[src/rtl/mipsPkg.sv]
// Shared types and constants for the multicycle MIPS CPU; imported by every RTL module
package mipsPkg;

    // First fetch address after reset
    localparam logic [31:0] resetVector = 32'hBFC00000;

    typedef logic [31:0] wordT;
    typedef logic [4:0] regIdxT;

    // Primary opcodes of the supported subset
    typedef enum logic [5:0] {
        opSpecial = 6'd0,
        opJ       = 6'd2,
        opJal     = 6'd3,
        opBeq     = 6'd4,
        opBne     = 6'd5,
        opAddiu   = 6'd9,
        opSlti    = 6'd10,
        opSltiu   = 6'd11,
        opAndi    = 6'd12,
        opOri     = 6'd13,
        opXori    = 6'd14,
        opLui     = 6'd15,
        opLw      = 6'd35,
        opSw      = 6'd43
    } opcodeT;

    // Function codes for opSpecial
    typedef enum logic [5:0] {
        fnSll  = 6'd0,
        fnSrl  = 6'd2,
        fnSra  = 6'd3,
        fnSllv = 6'd4,
        fnSrlv = 6'd6,
        fnSrav = 6'd7,
        fnJr   = 6'd8,
        fnAddu = 6'd33,
        fnSubu = 6'd35,
        fnAnd  = 6'd36,
        fnOr   = 6'd37,
        fnXor  = 6'd38,
        fnSlt  = 6'd42,
        fnSltu = 6'd43
    } functT;

    // One instruction word, three field layouts
    typedef union packed {
        struct packed {
            opcodeT     op;
            regIdxT     rs;
            regIdxT     rt;
            regIdxT     rd;
            logic [4:0] shamt;
            functT      funct;
        } rFmt;
        struct packed {
            opcodeT      op;
            regIdxT      rs;
            regIdxT      rt;
            logic [15:0] imm16;
        } iFmt;
        struct packed {
            opcodeT      op;
            logic [25:0] target26;
        } jFmt;
    } instrWordU;

    typedef enum logic [3:0] {
        aluAdd, aluSub, aluAnd, aluOr, aluXor, aluSlt, aluSltu, aluSll, aluSrl, aluSra, aluLui
    } aluOpT;

    // Control word produced by the decoder
    typedef struct packed {
        aluOpT  aluOp;
        logic   srcBImm;
        logic   immSigned;
        logic   shiftVar;
        logic   rfWe;
        regIdxT destReg;
        logic   memRead;
        logic   memWrite;
        logic   branchEq;
        logic   branchNe;
        logic   jumpImm;
        logic   jumpReg;
        logic   link;
    } decodedT;

    // Register file write port
    typedef struct packed {
        logic   we;
        regIdxT idx;
        wordT   data;
    } regWriteT;

endpackage
[src/rtl/mipsCpuBus.sv]
// CPU top level; instantiate as the Avalon master and attach a word-addressed memory
`timescale 1ns/100ps

module mipsCpuBus (
    input  logic          clk,
    input  logic          reset,
    output logic          active,
    output mipsPkg::wordT register_v0,
    output mipsPkg::wordT address,
    output logic          write,
    output logic          read,
    input  logic          waitrequest,
    output mipsPkg::wordT writedata,
    output logic [3:0]    byteenable,
    input  mipsPkg::wordT readdata
);
    import mipsPkg::*;

    // Instruction register contents and its decode
    instrWordU instr;
    decodedT   ctrl;

    // Register file operands and write port
    wordT      rsVal;
    wordT      rtVal;
    regWriteT  rfWrite;

    // ALU operands and results
    wordT       aluB;
    logic [4:0] shamt;
    wordT       aluResult;
    logic       aluEq;

    busSequencer busSequencer_inst (
        .clk        (clk),
        .reset      (reset),
        .active     (active),
        .read       (read),
        .write      (write),
        .address    (address),
        .writedata  (writedata),
        .byteenable (byteenable),
        .waitrequest(waitrequest),
        .readdata   (readdata),
        .instr      (instr),
        .ctrl       (ctrl),
        .rsVal      (rsVal),
        .rtVal      (rtVal),
        .aluB       (aluB),
        .shamt      (shamt),
        .aluResult  (aluResult),
        .aluEq      (aluEq),
        .rfWrite    (rfWrite)
    );

    instrDecoder instrDecoder_inst (
        .instr(instr),
        .ctrl (ctrl)
    );

    // Source indices sit at the same place in R and I layouts
    regFile regFile_inst (
        .clk  (clk),
        .reset(reset),
        .rsIdx(instr.rFmt.rs),
        .rtIdx(instr.rFmt.rt),
        .rsVal(rsVal),
        .rtVal(rtVal),
        .wr   (rfWrite),
        .v0   (register_v0)
    );

    aluUnit aluUnit_inst (
        .op    (ctrl.aluOp),
        .a     (rsVal),
        .b     (aluB),
        .shamt (shamt),
        .result(aluResult),
        .eq    (aluEq)
    );

endmodule

[src/rtl/busSequencer.sv]
// Fetch, execute, memory and halt control with PC, instruction register and Avalon master
`timescale 1ns/100ps

module busSequencer (
    input  logic              clk,
    input  logic              reset,
    output logic              active,
    output logic              read,
    output logic              write,
    output mipsPkg::wordT     address,
    output mipsPkg::wordT     writedata,
    output logic [3:0]        byteenable,
    input  logic              waitrequest,
    input  mipsPkg::wordT     readdata,
    output mipsPkg::instrWordU instr,
    input  mipsPkg::decodedT  ctrl,
    input  mipsPkg::wordT     rsVal,
    input  mipsPkg::wordT     rtVal,
    output mipsPkg::wordT     aluB,
    output logic [4:0]        shamt,
    input  mipsPkg::wordT     aluResult,
    input  logic              aluEq,
    output mipsPkg::regWriteT rfWrite
);
    import mipsPkg::*;

    typedef enum logic [1:0] {
        stFetch, stExec, stMem, stHalted
    } seqStateT;

    seqStateT  state;
    wordT      pc;
    instrWordU ir;

    // Derived values for the current instruction
    wordT immSext;
    wordT immExt;
    wordT pcPlus4;
    wordT branchTarget;
    wordT jumpTarget;
    wordT nextPc;
    logic branchTaken;

    assign instr = ir;

    // Immediate forms
    assign immSext = {{16{ir.iFmt.imm16[15]}}, ir.iFmt.imm16};
    assign immExt  = ctrl.immSigned ? immSext : {16'h0000, ir.iFmt.imm16};

    // Operand B and shift amount
    assign aluB  = ctrl.srcBImm ? immExt : rtVal;
    assign shamt = ctrl.shiftVar ? rsVal[4:0] : ir.rFmt.shamt;

    // Branch and jump targets, no delay slot
    assign pcPlus4      = pc + 32'd4;
    assign branchTarget = pcPlus4 + {immSext[29:0], 2'b00};
    assign jumpTarget   = {pcPlus4[31:28], ir.jFmt.target26, 2'b00};
    assign branchTaken  = (ctrl.branchEq && aluEq) || (ctrl.branchNe && !aluEq);

    always_comb begin
        if (ctrl.jumpReg) begin
            nextPc = rsVal;
        end else if (ctrl.jumpImm) begin
            nextPc = jumpTarget;
        end else if (branchTaken) begin
            nextPc = branchTarget;
        end else begin
            nextPc = pcPlus4;
        end
    end

    // Avalon master outputs
    // Data address comes out of the ALU as rs plus offset
    assign active     = (state != stHalted);
    assign read       = (state == stFetch) || ((state == stMem) && ctrl.memRead);
    assign write      = (state == stMem) && ctrl.memWrite;
    assign address    = (state == stMem) ? aluResult : pc;
    assign writedata  = rtVal;
    assign byteenable = 4'b1111;

    // Writeback in EXEC, or load data on MEM completion
    always_comb begin
        rfWrite.idx = ctrl.destReg;
        if (state == stMem) begin
            rfWrite.we   = ctrl.memRead && !waitrequest;
            rfWrite.data = readdata;
        end else begin
            rfWrite.we   = (state == stExec) && ctrl.rfWe && !ctrl.memRead;
            // Link address for JAL
            rfWrite.data = ctrl.link ? pcPlus4 : aluResult;
        end
    end

    always_ff @(posedge clk) begin
        if (reset) begin
            state <= stFetch;
            pc    <= resetVector;
        end else begin
            case (state)
                stFetch: begin
                    // Capture on the completing cycle
                    if (!waitrequest) begin
                        state <= stExec;
                    end
                end
                stExec: begin
                    pc <= nextPc;
                    if (ctrl.memRead || ctrl.memWrite) begin
                        state <= stMem;
                    end else if (nextPc == 32'd0) begin
                        state <= stHalted;
                    end else begin
                        state <= stFetch;
                    end
                end
                stMem: begin
                    if (!waitrequest) begin
                        state <= stFetch;
                    end
                end
                stHalted: begin
                    // Only reset leaves here
                    state <= stHalted;
                end
                default: begin
                    state <= stFetch;
                end
            endcase
        end
    end

    // Instruction register
    always_ff @(posedge clk) begin
        if ((state == stFetch) && !waitrequest) begin
            ir <= instrWordU'(readdata);
        end
    end

endmodule

[src/rtl/instrDecoder.sv]
// Combinational instruction decoder; maps an instruction word to the control word
`timescale 1ns/100ps

module instrDecoder (
    input  mipsPkg::instrWordU instr,
    output mipsPkg::decodedT   ctrl
);
    import mipsPkg::*;

    always_comb begin
        // Everything off by default, so unknown codes act as a no-op
        ctrl = '0;
        ctrl.aluOp = aluAdd;
        // R-type writes rd, I-type writes rt
        ctrl.destReg = (instr.rFmt.op == opSpecial) ? instr.rFmt.rd : instr.iFmt.rt;

        case (instr.rFmt.op)
            opSpecial: begin
                ctrl.rfWe = 1'b1;
                case (instr.rFmt.funct)
                    fnAddu: ctrl.aluOp = aluAdd;
                    fnSubu: ctrl.aluOp = aluSub;
                    fnAnd:  ctrl.aluOp = aluAnd;
                    fnOr:   ctrl.aluOp = aluOr;
                    fnXor:  ctrl.aluOp = aluXor;
                    fnSlt:  ctrl.aluOp = aluSlt;
                    fnSltu: ctrl.aluOp = aluSltu;
                    fnSll:  ctrl.aluOp = aluSll;
                    fnSrl:  ctrl.aluOp = aluSrl;
                    fnSra:  ctrl.aluOp = aluSra;
                    // Variable shifts take the amount from rs
                    fnSllv: begin
                        ctrl.aluOp    = aluSll;
                        ctrl.shiftVar = 1'b1;
                    end
                    fnSrlv: begin
                        ctrl.aluOp    = aluSrl;
                        ctrl.shiftVar = 1'b1;
                    end
                    fnSrav: begin
                        ctrl.aluOp    = aluSra;
                        ctrl.shiftVar = 1'b1;
                    end
                    fnJr: begin
                        ctrl.rfWe    = 1'b0;
                        ctrl.jumpReg = 1'b1;
                    end
                    default: ctrl.rfWe = 1'b0;
                endcase
            end
            opJ: ctrl.jumpImm = 1'b1;
            opJal: begin
                ctrl.jumpImm = 1'b1;
                ctrl.link    = 1'b1;
                ctrl.rfWe    = 1'b1;
                ctrl.destReg = 5'd31;
            end
            // Branches compare rs against rt
            opBeq: ctrl.branchEq = 1'b1;
            opBne: ctrl.branchNe = 1'b1;
            opAddiu, opSlti, opSltiu: begin
                ctrl.rfWe      = 1'b1;
                ctrl.srcBImm   = 1'b1;
                ctrl.immSigned = 1'b1;
                // SLTIU sign-extends, then compares unsigned
                if (instr.rFmt.op == opSlti) begin
                    ctrl.aluOp = aluSlt;
                end else if (instr.rFmt.op == opSltiu) begin
                    ctrl.aluOp = aluSltu;
                end
            end
            // Logical immediates are zero-extended
            opAndi, opOri, opXori, opLui: begin
                ctrl.rfWe    = 1'b1;
                ctrl.srcBImm = 1'b1;
                case (instr.rFmt.op)
                    opAndi:  ctrl.aluOp = aluAnd;
                    opOri:   ctrl.aluOp = aluOr;
                    opXori:  ctrl.aluOp = aluXor;
                    default: ctrl.aluOp = aluLui;
                endcase
            end
            // Address is rs plus signed offset
            opLw, opSw: begin
                ctrl.srcBImm   = 1'b1;
                ctrl.immSigned = 1'b1;
                ctrl.memRead   = (instr.rFmt.op == opLw);
                ctrl.memWrite  = (instr.rFmt.op == opSw);
                ctrl.rfWe      = (instr.rFmt.op == opLw);
            end
            default: ctrl.rfWe = 1'b0;
        endcase
    end

endmodule

[src/rtl/regFile.sv]
// General register file with two asynchronous read ports, one write port and a v0 tap
`timescale 1ns/100ps

module regFile (
    input  logic              clk,
    input  logic              reset,
    input  mipsPkg::regIdxT   rsIdx,
    input  mipsPkg::regIdxT   rtIdx,
    output mipsPkg::wordT     rsVal,
    output mipsPkg::wordT     rtVal,
    input  mipsPkg::regWriteT wr,
    output mipsPkg::wordT     v0
);
    import mipsPkg::*;

    wordT regs [32];

    // Asynchronous reads
    assign rsVal = regs[rsIdx];
    assign rtVal = regs[rtIdx];

    // Register 2 for debug
    assign v0 = regs[2];

    always_ff @(posedge clk) begin
        if (reset) begin
            for (int i = 0; i < 32; i++) begin
                regs[i] <= '0;
            end
        end else if (wr.we && (wr.idx != 5'd0)) begin
            // Register 0 never written, stays zero
            regs[wr.idx] <= wr.data;
        end
    end

endmodule

[src/rtl/aluUnit.sv]
// Combinational ALU for arithmetic, logic, compare and shift operations plus branch equality
`timescale 1ns/100ps

module aluUnit (
    input  mipsPkg::aluOpT op,
    input  mipsPkg::wordT  a,
    input  mipsPkg::wordT  b,
    input  logic [4:0]     shamt,
    output mipsPkg::wordT  result,
    output logic           eq
);
    import mipsPkg::*;

    // Compare results, zero-extended to a word
    wordT sltRes;
    wordT sltuRes;

    assign sltRes  = {31'd0, ($signed(a) < $signed(b))};
    assign sltuRes = {31'd0, (a < b)};

    // Branch condition, rs against rt
    assign eq = (a == b);

    always_comb begin
        case (op)
            // Wrapping add and subtract, no overflow trap
            aluAdd:  result = a + b;
            aluSub:  result = a - b;
            aluAnd:  result = a & b;
            aluOr:   result = a | b;
            aluXor:  result = a ^ b;
            aluSlt:  result = sltRes;
            aluSltu: result = sltuRes;
            // Shifts act on b, i.e. rt
            aluSll:  result = b << shamt;
            aluSrl:  result = b >> shamt;
            aluSra:  result = wordT'($signed(b) >>> shamt);
            // Immediate into the upper half
            aluLui:  result = {b[15:0], 16'h0000};
            default: result = a + b;
        endcase
    end

endmodule

[config.mk]
export PLATFORM = sky130hd
export DESIGN_NAME = mipsCpuBus
export DESIGN_NICKNAME = d
export VERILOG_FILES = /design/src/rtl/mipsPkg.sv /design/src/rtl/mipsCpuBus.sv /design/src/rtl/busSequencer.sv /design/src/rtl/instrDecoder.sv /design/src/rtl/regFile.sv /design/src/rtl/aluUnit.sv
export SDC_FILE = /design/constraint.sdc
export NUM_CORES = 2
export LEC_CHECK = 0
export ABC_CLOCK_PERIOD_IN_PS = 12460
export BUFFER_PORTS_ARGS = -buffer_cell sky130_fd_sc_hd__buf_2
export CAP_MARGIN = 20
export CORE_MARGIN = 4
export CORE_UTILIZATION = 56
export DETAILED_ROUTE_END_ITERATION = 8
export PLACE_DENSITY = 0.72
export SYNTH_ARGS = -nofsm -noshare
export SYNTH_HDL_FRONTEND = slang
export SYNTH_SLANG_ARGS = --single-unit
[constraint.sdc]
create_clock -name clk -period 12.46 [get_ports clk]
set_input_delay 2.492 -clock clk [delete_from_list [all_inputs] [get_ports clk]]
set_output_delay 2.492 -clock clk [all_outputs]
set_load 0.1 [all_outputs]
==> out/metrics.csv <==
stage,metric,value,unit
hold_path,min_path_type,reg2reg,
sta,timing.fmax,87.7,MHz
sta,fin_crit,11410,ps
global_route,grt_max_degree,87,
synth,synth.cell_area,69700,µm²
global_route,grt_pass1_vias,57566,
synth,ys_seq_area_frac,0.468,
power_and_ir_drop,p_per_area,172,nW/µm²
clock_network,postCtsSetupRepairBufs,0,
critical_path,cp-start-kind,flip-flop,
power_and_ir_drop,p_leak,29.2,nW
placed_design,place.gp.congestion,1.06,
drt,vias,60479,
critical_path,cp_data_required_time,9970,ps
critical_path,crit_family,compound AO/OA/AOI/OAI gates,
floorplanning,dieArea,130000,µm²
sta,finalSetupTns,0,ps
run_status,outcome,finished with violations,
floorplanning,initial_utilization,0.563,
global_route,grt_overflow,0,
final_layout,drive_above_1_share,0.178,
synth,synth_area_leaders,"edfxtp_1 46%, mux2i_1 11%, mux4_2 9.1%",
final_layout,nets,6333,
clock_network,clock_latency,780,ps
critical_path,cp_slowest_cell,a31oi_1,
floorplanning,fp.dieH,361,µm
critical_path,worstSetupEndpointType,output pin,
global_route,antenna_found_initial,15,
run,drv_cap,0,
critical_path,crit_top_cell,a21oi_1,
synth,yosys_register_bits,1100,
drt,drc,3,
clock_network,ctsHtreeMaxLevel,3,
synth,synth_top_area_frac,0.455,
hold_path,hp-start,busSequencer_inst.pc[12]$_SDFFE_PP0P_,
clock_network,cts_sinks,1100,
synth,ys.warnings.count,0,
critical_path,critPathMaxFanout,40,
synth,synthArstFlopShare,0,
sta,finalCritPeriodShare,0.915,
drt,drt_pass1_iterations,9,
floorplanning,rows,129,
critical_path,rr_worst_depth,21,
sta,hold_slack,502,ps
final_layout,syn2layout_area_growth,9.06,%
synth,synth-main-ff-cell,edfxtp_1,
critical_path,cp.arrival,8910,ps
critical_path,crit_type,reg2out,
clock_network,clockBufferDepth,3,
critical_path,regToRegSetupSlack,1250,ps
run_status,violations,design-rule violations,
power_and_ir_drop,max-vdd-ir-drop,0.174,mV
sta,rsz0062_at_grt,false,
floorplanning,core,124000,µm²
global_route,grt_pass1_wl,449,mm
final_layout,fill_cells,9845,
clock_network,clkTransAtPathRegs,60,ps
critical_path,slowest_delay,920,ps
floorplanning,die_w,361,µm
clock_network,cts_buffers,113,
hold_path,min_to,busSequencer_inst.pc[12]$_SDFFE_PP0P_,
drt,drtIter0Drc,10325,
synth,synth_edf_count,1056,
sta,final.setup_skew,77.6,ps
clock_network,hold_buffers,0,
placed_design,port_buffers,133,
sta,finalMaxSlewViolations,0,
synth,avgSynthCellArea,11.2,µm²
clock_network,cts_tree,yes,
sta,hold_viol,0,
clock_network,ctsRootBufferMaster,clkbuf_16,
drt,avgViaCountPerCell,7.65,
sta,finalSetupViolations,0,
drt,finalWirelength,329,mm
floorplanning,io_pins,138,
synth,ys_types,109,
sta,slew_headroom,0.0926,
critical_path,r2r-end,busSequencer_inst.state[0]$_SDFFE_PP0P_,
hold_path,hold_depth,2,
critical_path,critPathBufInv,4,
synth,synth_area_leader_cell,edfxtp_1,
sta,worst_pin_slew,1320,ps
drt,wl_per_cell,41.6,µm
drt,ant_nets,0,
critical_path,path_cells,"nor2_4, buf_4, a22oi_1, a21oi_1, nor4_2, mux2i_1, inv_1, fa_1, a21o_1, a21oi_1, o21bai_1, a2111oi_0, buf_4, o21bai_1, a21oi_1, xnor2_1, nor2_1, or3_1, o22ai_1, a31oi_1, o21ai_0, buf_2",
global_route,grtUsageTotal,0.490,
synth,syn_inst,6193,
placed_design,hpwl,215,mm
clock_network,post_cts_resized,0,
==> registers in the layout, indices dropped and copies added, names as in the netlist, named ones only <==
register,count
busSequencer_inst.state,2
busSequencer_inst.instr,32
busSequencer_inst.pc,32
regFile_inst.regs,1024
==> kinds of logic after synthesis <==
logic type,Yosys count,synth area share
simple gates,1803,0.112
xor+xnor,74,0.00930
mux,1120,0.213
other cells,2,0.000108
fa+ha+maj,134,0.0244
buf+inv,680,0.0489
compound gates,1280,0.125
flops,1100,0.468
==> cell usage in the layout, fill, tap and decap left out, types with 134 or more instances in the layout <==
cell type,count
buf_4,230
nand2_1,240
mux4_2,283
nor2_1,1125
o21ai_0,136
edfxtp_1,1056
a21oi_1,347
a22oi_1,309
mux2i_1,780
buf_2,134
==> metal layers <==
layer | track usage | up-vias | wire, µm
met5 | 0.00763 | - | 188
met4 | 0.375 | 12 | 33000
met3 | 0.172 | 1644 | 50300
met2 | 0.712 | 6169 | 138000
met1 | 0.599 | 29319 | 107000
li1 | - | 23335 | -
==> through the flow <==
step	std cells	cell area (µm²)	power, W	setup slack (ps)	utilization
after global routing	7896	76000	0.0133	917	0.614
after floorplan	6227	69800	0.00743	195	-
after global placement	7667	72000	0.00926	1840	0.582
after detailed placement	7673	72100	0.00926	2020	0.583
final	7903	76000	0.0131	1050	0.615
after CTS	7882	75800	0.0127	1350	0.613
==> worst max path at each step <==
stage / from / to / slack (ps) / depth (start not counted)
after detailed placement: flip-flop / busSequencer_inst.state[0]$_SDFFE_PP0P_ / 2020 / 21
after CTS: flip-flop / address[12] / 1350 / 22
after floorplan: regFile_inst.regs[2][2]$_SDFFCE_PN0P_ / address[30] / 190 / 18
after global placement: flip-flop / busSequencer_inst.state[0]$_SDFFE_PP0P_ / 1840 / 21
final: flip-flop / address[12] / 1050 / 22
after global routing: flip-flop / address[28] / 920 / 25
==> synthesized netlist by cell type, types with 39 or more instances <==
cell type / n
nor2_1: 1128
edfxtp_1: 1056
mux2i_1: 785
a21oi_1: 350
a22oi_1: 309
nand2_1: 302
clkbuf_1: 286
mux4_2: 283
o21ai_0: 139
ha_1: 131
buf_2: 121
inv_1: 114
buf_6: 62
nor3_1: 53
nand3_1: 51
xnor2_1: 49
buf_4: 46
a21o_1: 45
mux2_2: 45
dfxtp_1: 44
buf_1: 41
nor2_2: 40
nor4_1: 39
==> final cells by class <==
| class | count | area [µm²] | share of cell area |
|---|---|---|---|
| sequential | 1100 | 32600 | 0.429 |
| tap | 1637 | 2050 | 0.0270 |
| multi-input combinational | 4447 | 34400 | 0.452 |
| timing repair buffer | 384 | 2740 | 0.0361 |
| clock inverter | 77 | 843 | 0.0111 |
| clock buffer | 132 | 2920 | 0.0384 |
| antenna | 8 | 20.0 | 0.000263 |
| inverter | 118 | 443 | 0.00583 |
==> power breakdown <==
group          internal (W)  switching (W)  leakage (nW)  total [W]
registers           0.00418       0.000136          11.2    0.00432
logic               0.00140        0.00384          16.2    0.00523
clock network       0.00196        0.00156          1.81    0.00352
total               0.00754        0.00553          29.2     0.0131
==> tightest hold or removal path, cell delays in order (launching register included) <==
cell and delay, ps:
dfxtp_1 340, nand2_1 60, a21oi_1 50
No activity file was read; power rests on OpenSTA's default activity.
